**config.mk**
```make
export PLATFORM = sky130hd
export DESIGN_NAME = vreg_entry
export DESIGN_NICKNAME = d
export VERILOG_FILES = /design/src/design/vreg_data_pkg.sv /design/src/design/vreg_fsm_pkg.sv /design/src/design/vreg_alloc_info.sv /design/src/design/vreg_state_track.sv /design/src/design/vreg_retire_release.sv /design/src/design/vreg_entry.sv
export VERILOG_INCLUDE_DIRS = /design/src /design/src/design
export SDC_FILE = /design/constraint.sdc
export NUM_CORES = 1
export LEC_CHECK = 0
export ABC_AREA = 0
export BUFFER_PORTS_ARGS = -buffer_cell sky130_fd_sc_hd__buf_2
export CORE_AREA = 2 2 86 88
export DETAILED_ROUTE_END_ITERATION = 12
export DIE_AREA = 0 0 88 90
export PLACE_DENSITY = 0.8
export SYNTH_ARGS = -nofsm -noshare
export SYNTH_HDL_FRONTEND = slang
export SYNTH_SLANG_ARGS = --single-unit
```
**constraint.sdc**
```tcl
create_clock -name sm_clk -period 2 [get_ports sm_clk]
set_input_delay 0.1 -clock sm_clk [delete_from_list [all_inputs] [get_ports sm_clk]]
set_output_delay 0.1 -clock sm_clk [all_outputs]
set_load 0.1 [all_outputs]
```
**src/design/vreg_defs.svh**
```systemverilog
// Width and slot-count macros for the vector register entry
// Instruction id, register number and one-hot vector widths
// Dispatch and retire slot counts

`ifndef VREG_DEFS_SVH
`define VREG_DEFS_SVH

// Field widths
`define VREG_IID_W      7
`define VREG_ARCH_W     5
`define VREG_PHYS_W     6

// Slot counts
`define VREG_DISP_SLOTS 4
`define VREG_RET_SLOTS  3

// Register file sizes, also the one-hot vector widths
`define VREG_ARCH_NUM   32
`define VREG_PHYS_NUM   64

`endif

```
**src/design/vreg_data_pkg.sv**
```systemverilog
// Data types of the vector register entry
// Id and register number words, one-hot vectors
// Dispatch slot, retire slot and stored entry structs

`include "vreg_defs.svh"

package vreg_data_pkg;

  typedef logic [`VREG_IID_W-1:0]    iid_t;
  typedef logic [`VREG_ARCH_W-1:0]   arch_reg_t;
  typedef logic [`VREG_PHYS_W-1:0]   phys_reg_t;

  // Recovery and release vectors
  typedef logic [`VREG_ARCH_NUM-1:0] arch_onehot_t;
  typedef logic [`VREG_PHYS_NUM-1:0] phys_onehot_t;

  // One dispatch slot from the decode stage
  typedef struct packed {
    iid_t      iid;
    arch_reg_t dstv_reg;
    phys_reg_t rel_vreg;
  } disp_slot_t;

  // One retire slot from the reorder buffer
  typedef struct packed {
    logic      updt_vld;
    iid_t      updt_iid;
    logic      retire_vld;
  } retire_slot_t;

  // Allocation data held by the entry
  typedef struct packed {
    iid_t      iid;
    arch_reg_t dstv_reg;
    phys_reg_t rel_vreg;
  } entry_info_t;

endpackage

```
**src/design/vreg_fsm_pkg.sv**
```systemverilog
// State encodings of the vector register entry
// Lifecycle FSM (one-hot) and write-back FSM

package vreg_fsm_pkg;

  // Lifecycle of the physical register
  //   DEALLOC  released and written back, free for a new producer
  //   WF_ALLOC picked by the allocator, waiting for the create strobe
  //   ALLOC    owned by an in-flight producer
  //   RETIRE   producer retired, register not yet released
  //   RELEASE  released, waiting for write-back
  typedef enum logic [4:0] {
    DEALLOC  = 5'b00001,
    WF_ALLOC = 5'b00010,
    ALLOC    = 5'b00100,
    RETIRE   = 5'b01000,
    RELEASE  = 5'b10000
  } lifecycle_e;

  // Write-back status of the register value
  typedef enum logic {
    IDLE = 1'b0,
    WB   = 1'b1
  } wb_e;

endpackage

```
**src/design/vreg_alloc_info.sv**
```systemverilog
// Allocation information register of the vector register entry
// One-hot dispatch slot select
// Stored iid, destination and replaced physical register

`timescale 1ns/1ps

`include "vreg_defs.svh"

module vreg_alloc_info (
  input  logic                        sm_clk,
  input  logic                        cpurst_b,
  input  logic                        sync_reset,
  input  vreg_data_pkg::arch_reg_t    reset_dstv_reg,
  input  logic [`VREG_DISP_SLOTS-1:0] create_sel,
  input  vreg_data_pkg::disp_slot_t   disp [`VREG_DISP_SLOTS],
  output logic                        create_vld,
  output vreg_data_pkg::entry_info_t  info
);

  vreg_data_pkg::disp_slot_t create_slot;

  //----------------------------------------
  // Create slot select
  //----------------------------------------
  assign create_vld = |create_sel;

  // Strobe is one-hot, so at most one slot matches
  always_comb begin
    create_slot = '0;
    for (int i = 0; i < `VREG_DISP_SLOTS; i++) begin
      if (create_sel[i]) begin
        create_slot = disp[i];
      end
    end
  end

  //----------------------------------------
  // Information register
  //----------------------------------------
  always_ff @(posedge sm_clk or negedge cpurst_b) begin
    if (!cpurst_b) begin
      info <= '0;
    end else if (sync_reset) begin
      // Entry maps the reset architectural register
      info.iid      <= '0;
      info.dstv_reg <= reset_dstv_reg;
      info.rel_vreg <= '0;
    end else if (create_vld) begin
      info.iid      <= create_slot.iid;
      info.dstv_reg <= create_slot.dstv_reg;
      info.rel_vreg <= create_slot.rel_vreg;
    end
  end

endmodule

```
**src/design/vreg_state_track.sv**
```systemverilog
// Lifecycle and write-back state tracking of the vector register entry
// Five-state one-hot lifecycle FSM
// Two-state write-back FSM with dealloc masking
// Dealloc and alloc/release state summaries

`timescale 1ns/1ps

module vreg_state_track (
  input  logic                     sm_clk,
  input  logic                     cpurst_b,
  input  logic                     sync_reset,
  input  logic                     reset_mapped,
  input  logic                     flush,
  input  logic                     async_flush,
  input  logic                     dealloc_vld,
  input  logic                     dealloc_mask,
  input  logic                     release_vld,
  input  logic                     wb_vld,
  input  logic                     create_vld,
  input  logic                     retire_vld,
  output vreg_fsm_pkg::lifecycle_e lc_state,
  output vreg_fsm_pkg::wb_e        wb_state,
  output logic                     cur_state_dealloc,
  output logic                     cur_state_alloc_release
);

  vreg_fsm_pkg::lifecycle_e lc_next;
  vreg_fsm_pkg::lifecycle_e lc_reset;
  vreg_fsm_pkg::wb_e        wb_next;
  vreg_fsm_pkg::wb_e        wb_reset;
  logic                     wb_masked;

  //----------------------------------------
  // Lifecycle FSM
  //----------------------------------------
  assign lc_reset = reset_mapped ? vreg_fsm_pkg::RETIRE : vreg_fsm_pkg::DEALLOC;

  always_ff @(posedge sm_clk or negedge cpurst_b) begin
    if (!cpurst_b) begin
      lc_state <= vreg_fsm_pkg::DEALLOC;
    end else if (sync_reset) begin
      lc_state <= lc_reset;
    end else begin
      lc_state <= lc_next;
    end
  end

  always_comb begin
    lc_next = lc_state;
    case (lc_state)
      vreg_fsm_pkg::DEALLOC: begin
        if (dealloc_vld && !flush) begin
          lc_next = vreg_fsm_pkg::WF_ALLOC;
        end
      end
      vreg_fsm_pkg::WF_ALLOC: begin
        if (flush) begin
          lc_next = vreg_fsm_pkg::DEALLOC;
        end else if (create_vld) begin
          lc_next = vreg_fsm_pkg::ALLOC;
        end
      end
      vreg_fsm_pkg::ALLOC: begin
        if (flush) begin
          lc_next = vreg_fsm_pkg::DEALLOC;
        end else if (release_vld && wb_masked) begin
          lc_next = vreg_fsm_pkg::DEALLOC;
        end else if (release_vld) begin
          lc_next = vreg_fsm_pkg::RELEASE;
        end else if (retire_vld) begin
          lc_next = vreg_fsm_pkg::RETIRE;
        end
      end
      vreg_fsm_pkg::RETIRE: begin
        if (release_vld && wb_masked) begin
          lc_next = vreg_fsm_pkg::DEALLOC;
        end else if (release_vld) begin
          lc_next = vreg_fsm_pkg::RELEASE;
        end
      end
      vreg_fsm_pkg::RELEASE: begin
        // Free once the value has landed
        if (wb_masked) begin
          lc_next = vreg_fsm_pkg::DEALLOC;
        end
      end
      default: lc_next = vreg_fsm_pkg::DEALLOC;
    endcase
  end

  //----------------------------------------
  // Write-back FSM
  //----------------------------------------
  assign wb_reset = reset_mapped ? vreg_fsm_pkg::WB : vreg_fsm_pkg::IDLE;

  always_ff @(posedge sm_clk or negedge cpurst_b) begin
    if (!cpurst_b) begin
      wb_state <= vreg_fsm_pkg::IDLE;
    end else if (async_flush) begin
      wb_state <= vreg_fsm_pkg::WB;
    end else if (sync_reset) begin
      wb_state <= wb_reset;
    end else if (create_vld) begin
      // New producer, value not written yet
      wb_state <= vreg_fsm_pkg::IDLE;
    end else begin
      wb_state <= wb_next;
    end
  end

  always_comb begin
    wb_next = wb_state;
    case (wb_state)
      vreg_fsm_pkg::IDLE: begin
        if (wb_vld) begin
          wb_next = vreg_fsm_pkg::WB;
        end
      end
      vreg_fsm_pkg::WB: begin
        if (cur_state_dealloc) begin
          wb_next = vreg_fsm_pkg::IDLE;
        end
      end
      default: wb_next = vreg_fsm_pkg::IDLE;
    endcase
  end

  // Write-back seen by dealloc, held off by the mask
  assign wb_masked = (wb_state == vreg_fsm_pkg::WB) && !dealloc_mask;

  // State summaries
  assign cur_state_dealloc       = (lc_state == vreg_fsm_pkg::DEALLOC);
  assign cur_state_alloc_release = (lc_state == vreg_fsm_pkg::ALLOC)
                                || (lc_state == vreg_fsm_pkg::RELEASE);

endmodule

```
**src/design/vreg_retire_release.sv**
```systemverilog
// Retire match and release logic of the vector register entry
// Early iid match registers, one per retire slot
// Release vector, recovery vector and retired write-back flag

`timescale 1ns/1ps

`include "vreg_defs.svh"

module vreg_retire_release (
  input  logic                         sm_clk,
  input  logic                         cpurst_b,
  input  logic                         sync_reset,
  input  vreg_data_pkg::retire_slot_t  retire [`VREG_RET_SLOTS],
  input  vreg_data_pkg::entry_info_t   info,
  input  vreg_fsm_pkg::lifecycle_e     lc_state,
  input  vreg_fsm_pkg::wb_e            wb_state,
  output logic                         retire_vld,
  output vreg_data_pkg::phys_onehot_t  rel_vreg_expand,
  output vreg_data_pkg::arch_onehot_t  dreg,
  output logic                         retired_released_wb
);

  logic [`VREG_RET_SLOTS-1:0]  iid_match;
  logic [`VREG_RET_SLOTS-1:0]  slot_retire;
  logic                        lc_alloc;
  logic                        lc_retire;
  logic                        lc_release;
  logic                        rel_retire_vld;
  vreg_data_pkg::phys_onehot_t rel_onehot;
  vreg_data_pkg::arch_onehot_t dstv_onehot;

  assign lc_alloc   = (lc_state == vreg_fsm_pkg::ALLOC);
  assign lc_retire  = (lc_state == vreg_fsm_pkg::RETIRE);
  assign lc_release = (lc_state == vreg_fsm_pkg::RELEASE);

  //----------------------------------------
  // Early iid match
  //----------------------------------------
  // Compare one cycle before the retire strobe to keep it off the
  // retire path
  always_ff @(posedge sm_clk or negedge cpurst_b) begin
    if (!cpurst_b) begin
      iid_match <= '0;
    end else if (sync_reset) begin
      iid_match <= '0;
    end else begin
      for (int i = 0; i < `VREG_RET_SLOTS; i++) begin
        if (retire[i].updt_vld) begin
          iid_match[i] <= lc_alloc && (info.iid == retire[i].updt_iid);
        end
      end
    end
  end

  always_comb begin
    for (int i = 0; i < `VREG_RET_SLOTS; i++) begin
      slot_retire[i] = retire[i].retire_vld && iid_match[i];
    end
  end

  assign retire_vld = |slot_retire;

  //----------------------------------------
  // Release and recovery vectors
  //----------------------------------------
  assign rel_onehot  = vreg_data_pkg::phys_onehot_t'(1) << info.rel_vreg;
  assign dstv_onehot = vreg_data_pkg::arch_onehot_t'(1) << info.dstv_reg;

  // Match register can hold a stale hit after the entry leaves ALLOC
  assign rel_retire_vld  = lc_alloc && retire_vld;
  assign rel_vreg_expand = rel_retire_vld ? rel_onehot : '0;

  assign dreg = lc_retire ? dstv_onehot : '0;

  // Used by the flush logic in the retiring cycle as well
  assign retired_released_wb = (rel_retire_vld || lc_retire || lc_release)
                             ? (wb_state == vreg_fsm_pkg::WB) : 1'b1;

endmodule

```
**src/design/vreg_entry.sv**
```systemverilog
// Top level of one physical vector register entry
// Allocation info register, state tracker, retire and release logic

`timescale 1ns/1ps

`include "vreg_defs.svh"

module vreg_entry (
  input  logic                         sm_clk,
  input  logic                         cpurst_b,
  input  logic                         sync_reset,
  input  logic                         reset_mapped,
  input  vreg_data_pkg::arch_reg_t     reset_dstv_reg,
  input  logic                         flush,
  input  logic                         async_flush,
  input  logic                         dealloc_vld,
  input  logic                         dealloc_mask,
  input  logic                         release_vld,
  input  logic                         wb_vld,
  input  logic [`VREG_DISP_SLOTS-1:0]  create_sel,
  input  vreg_data_pkg::disp_slot_t    disp [`VREG_DISP_SLOTS],
  input  vreg_data_pkg::retire_slot_t  retire [`VREG_RET_SLOTS],
  output logic                         cur_state_dealloc,
  output logic                         cur_state_alloc_release,
  output vreg_data_pkg::phys_onehot_t  rel_vreg_expand,
  output vreg_data_pkg::arch_onehot_t  dreg,
  output logic                         retired_released_wb
);

  logic                       create_vld;
  logic                       retire_vld;
  vreg_data_pkg::entry_info_t info;
  vreg_fsm_pkg::lifecycle_e   lc_state;
  vreg_fsm_pkg::wb_e          wb_state;

  // Allocation data
  vreg_alloc_info u_alloc_info (
    .sm_clk         (sm_clk),
    .cpurst_b       (cpurst_b),
    .sync_reset     (sync_reset),
    .reset_dstv_reg (reset_dstv_reg),
    .create_sel     (create_sel),
    .disp           (disp),
    .create_vld     (create_vld),
    .info           (info)
  );

  // Lifecycle and write-back
  vreg_state_track u_state_track (
    .sm_clk                  (sm_clk),
    .cpurst_b                (cpurst_b),
    .sync_reset              (sync_reset),
    .reset_mapped            (reset_mapped),
    .flush                   (flush),
    .async_flush             (async_flush),
    .dealloc_vld             (dealloc_vld),
    .dealloc_mask            (dealloc_mask),
    .release_vld             (release_vld),
    .wb_vld                  (wb_vld),
    .create_vld              (create_vld),
    .retire_vld              (retire_vld),
    .lc_state                (lc_state),
    .wb_state                (wb_state),
    .cur_state_dealloc       (cur_state_dealloc),
    .cur_state_alloc_release (cur_state_alloc_release)
  );

  // Retire match and release
  vreg_retire_release u_retire_release (
    .sm_clk              (sm_clk),
    .cpurst_b            (cpurst_b),
    .sync_reset          (sync_reset),
    .retire              (retire),
    .info                (info),
    .lc_state            (lc_state),
    .wb_state            (wb_state),
    .retire_vld          (retire_vld),
    .rel_vreg_expand     (rel_vreg_expand),
    .dreg                (dreg),
    .retired_released_wb (retired_released_wb)
  );

endmodule

```
==> metrics.txt, run 1 <==
routability cong.=0.9599; H-Tree Depth=1; worst ep type=top-level output; status=did not finish; Ys Warns=0; row count=31; die height=90 µm; HPWL Detailed=12560 µm; share of the yosys chip area belonging to registers=24.59%; XOR/XNOR share of the synthesized area=7.318%; Clock Path Buffers=2; Seq cells post-synth=27; adder-cell area share of the yosys netlist=0%; cells after synthesis=394; largest net degree at the start of global routing=37; compound-cell area share of the yosys netlist=18.36%; Root Buffer=clkbuf_8; Post-DP Area=6026 µm²; syn nets=512; port buffer count=216; CTS sink count=27; I/O pin total=217; Synth async-reset ratio=100.0%; post-synthesis mux area share=0.7727%; Synth Area in Simple Gates=42.95%; overflow left after global routing=21; Starting Density=39.21%; CTS Buf Count=3; post-synthesis cell type count=48; Tool Error=[ERROR GRT-0232] Routing congestion too high. Check the congestion heatmap in the GUI.; Mapped Area=2753 µm²; top_reg_cell synth=dfrtp_1; number of synthesized flops with an enable pin=0; Fail Step=5_1_grt; Horiz. Die Dim=88 µm; GR repair worst EP=rel_vreg_expand[15]; GRT Overall Usage=63.02%; Mean Syn Cell Area=6.986 µm²; main combinational cell family by area after synthesis=simple AND/OR/NAND/NOR gates
==> per-stage QoR <==
step / worst slack [ns] / instances / utilization [%] / setup TNS [ns]
global placement: 0.05151 / 703 / 85.83 / 0
CTS: -0.2943 / 721 / 91.69 / -19.24
floorplan: -0.4499 / 394 / - / -20.91
detailed placement: -0.1642 / 703 / 85.83 / -2.735
==> cells in the mapped netlist, drive strengths merged (2+ instances only) <==
cell / n / area [µm²]
nand2b: 5 / 31.28
and2b: 4 / 35.03
dfrtp: 26 / 650.6
nor2b: 18 / 112.6
or2: 3 / 18.77
xor2: 7 / 61.31
a221oi: 16 / 140.1
and3b: 2 / 18.77
nand4: 6 / 37.54
nor3: 17 / 96.35
nand4b: 2 / 17.52
inv: 4 / 15.01
o21ai: 22 / 110.1
nor4: 5 / 31.28
o32ai: 2 / 17.52
nand3b: 6 / 57.56
buf: 7 / 65.06
xnor2: 16 / 140.1
nand3: 16 / 80.08
nor3b: 3 / 22.52
a21oi: 27 / 135.1
clkbuf: 20 / 85.08
o22ai: 5 / 31.28
and2: 2 / 12.52
nor2: 108 / 480.5
nand2: 33 / 123.9
==> kinds of logic after synthesis <==
logic type,count (synthesis)
and+or+nand+nor,231
buffers and inverters,31
xor gates and xnor gates,23
AOI/OAI and AO/OA,80
muxes,2
DFF,27
==> routing by layer <==
metal	track usage (%)	overflow
met1	62.19	1
met2	86.68	8
met3	42.42	0
met4	56.67	12
met5	2.797	0
==> what timing repair did <==
action / CTS
hold buffers: 1
gates resized for setup: 46
hold endpoints to repair: 26
pin swaps: 12
setup endpoints to repair: 90
buffers inserted: 10
cloned: 3
==> run 2: changes to the inputs <==
--- a/config.mk
+++ b/config.mk
@@ -8,10 +8,10 @@
 export LEC_CHECK = 0
 export ABC_AREA = 0
 export BUFFER_PORTS_ARGS = -buffer_cell sky130_fd_sc_hd__buf_2
-export CORE_AREA = 2 2 86 88
+export CORE_AREA = 2 2 99 101
 export DETAILED_ROUTE_END_ITERATION = 12
-export DIE_AREA = 0 0 88 90
-export PLACE_DENSITY = 0.8
+export DIE_AREA = 0 0 101 103
+export PLACE_DENSITY_LB_ADDON = 0.15
 export SYNTH_ARGS = -nofsm -noshare
 export SYNTH_HDL_FRONTEND = slang
 export SYNTH_SLANG_ARGS = --single-unit
==> run 2 against run 1 <==
  * The flow now finishes, with violations (negative setup slack)
  * Synthesized cell count unchanged
  * Area after synthesis unchanged
==> metrics.txt, run 2 <==
Hold WS=0.02659 ns; Slowest-stage cell, CP=dfrtp_1; Biggest register=u_alloc_info.info; Horiz. Die Dim=101 µm; f_max=0.4438 GHz; Worst VDD drop=0.2543 mV; CTS Buf Count=3; most used cell, CP=buf_12; Commonest cells post-synth=nor2_1 (98), nand2_1 (33), a21oi_1 (27), dfrtp_1 (26), o21ai_0 (21); row count=36; placed cells=722; most common cell after layout, fill and taps aside=buf_2; fin crit period=2.253 ns; Seq cells post-synth=27; critical path cell sequence=nor3_4, nand3b_4, or2_4, or3_4, buf_12, nor2_4, buf_12; share of Yosys cell area claimed by the top area cell type=23.64%; most frequent cells in the layout=buf_2 (118), buf_12 (102), nor2_4 (99); max-cap viol count=0; H-Tree Depth=1; clock skew=0.001215 ns; cell with the most instances after synthesis=nor2_1; GRT Overall Usage=25.04%; die height=103 µm; fin nets=744; Setup CP Type=register to output port; DR vias/cell=5.157; Ys Warns=0; Starting DRT DRC Count=143; Tcrit/Tclk final=112.7%; worst setup margin=-0.2533 ns; routability cong.=0.9317; Residual DRC=0; die area=10400 µm²; syn nets=512; top_reg_cell synth=dfrtp_1; post-synthesis cell type count=48; Mapped Area=2753 µm²; Worst-Margin Slew=0.8798 ns; layout cells sized above 1=60.16%; share of the yosys chip area belonging to registers=24.59%; HPWL Detailed=10470 µm; Mean Syn Cell Area=6.986 µm²; number of synthesized flops with an enable pin=0; Layout Cells excl Fill=739; RSZ-0062 raised after global routing=true; core area=9459 µm²; CTS sink count=27; overflow left after global routing=0; Clk pin slew, worst setup/hold paths=0.09 ns; CTS tree=yes; Crit path largest cell delay=0.42 ns; worst endpoint data arrival time=2.15 ns; WL/cell=17.78 µm; critical path fanouts, max=8; Starting Density=29.10%; setup TNS=-14.02 ns; DRT Pass-1 Iters=4; port buffer count=216; final-report max-slew violation count=0; worst min path class=input port to register; I/O pin total=217; Crit path required time=1.90 ns; max-slew headroom at the worst pin=41.35%; Synth area leaders=dfrtp_1 (24%), nor2_1 (13%), a221oi_1 (5.1%); remaining antenna violation count=0; cells after synthesis=394; CP startpoint kind=register; max reg flops=18; initial antenna violation count=1; first-pass GRT wire length=20220 µm; antenna cells=0; post-route cell area=6504 µm²; Place WS=0.0003038 ns; setup violators final=94; area grow syn2layout=136.3%; Post-DP Area=6075 µm²; total wire length=13140 µm; failing checks=negative setup slack; Skew-Pair Late Insertion Delay=0.27 ns; Synth async-reset ratio=100.0%; area leader, netlist=dfrtp_1; largest net degree at the start of global routing=37; power per cell area=243.6 nW/µm²; Root Buffer=clkbuf_8; LEAKAGE=2.409 nW; largest registers=u_alloc_info.info (18), u_state_track.lc_state (5), u_retire_release.iid_match (3); Final Util=68.76%; Clock Path Buffers=2; final hold vios=0; vias in the first global route=3875; status=finished with violations; CP Capture Type=output port; Via Count=3811; Pwr Total=1.584 mW
## run 2: cell counts after synthesis
No cell type changed its count.
## run 2: final cells by class
class	instances	area, µm²
timing repair buffer	254	2969
multi-input combinational	336	2655
fill	731	2955
clock buffer	4	45.04
inverter	4	15.01
sequential	27	676.9
tap	114	142.6
## run 2: timing repair
action / in CTS / in global routing
buffers inserted: 12 / 2
gates cloned: 3 / 1
hold buffers: 1 / 0
gates resized for setup: 50 / 18
setup endpoints to repair: 96 / 97
hold endpoints to repair: 26 / 0
pin swaps: 14 / 17
## run 2: metal layers
metal	part of all wire (%)	up-vias	track usage, %
li1	-	1842	-
met1	40	1764	30.93
met2	53	182	46.31
met3	5.7	23	3.661
met4	1.8	0	5.301
met5	0	-	0
## run 2: cell families after synthesis
family	count (synthesis)	share of synthesized area (%)
multiplexers	2	0.7727
AND/OR/NAND/NOR	231	42.96
XOR/XNOR	23	7.318
flip-flops	27	24.59
buffers and inverters	31	6.000
AO/OA/AOI/OAI	80	18.36
## run 2: report_power, final
group          switching, mW  internal [mW]
Sequential            0.0684          0.582
Clock                  0.160          0.143
Combinational          0.377          0.255
## run 2: final timing paths
path | from | to | slack, ns | depth (start not counted)
setup / recovery | u_state_track.lc_state[1] | rel_vreg_expand[7] | -0.25 | 7
hold / removal | async_flush | u_state_track.wb_state | 0.03 | 2
setup reg to reg | u_state_track.lc_state[1] | u_state_track.lc_state[0] | 0.20 | 8
hold reg to reg | u_retire_release.iid_match[2] | u_retire_release.iid_match[2] | 0.56 | 2
max in group asynchronous | cpurst_b | u_alloc_info.info[5] | 1.23 | 2
min in group asynchronous | cpurst_b | u_retire_release.iid_match[2] | 0.37 | 2
## run 2: worst max-delay path: cells and delay by family, from the launching register on
kind	cells	cell delay [ns]
flip-flops	1	0.42
AND/OR/NAND/NOR	5	1.10
buffers and inverters	2	0.36
(Power assumes the default switching activity.)
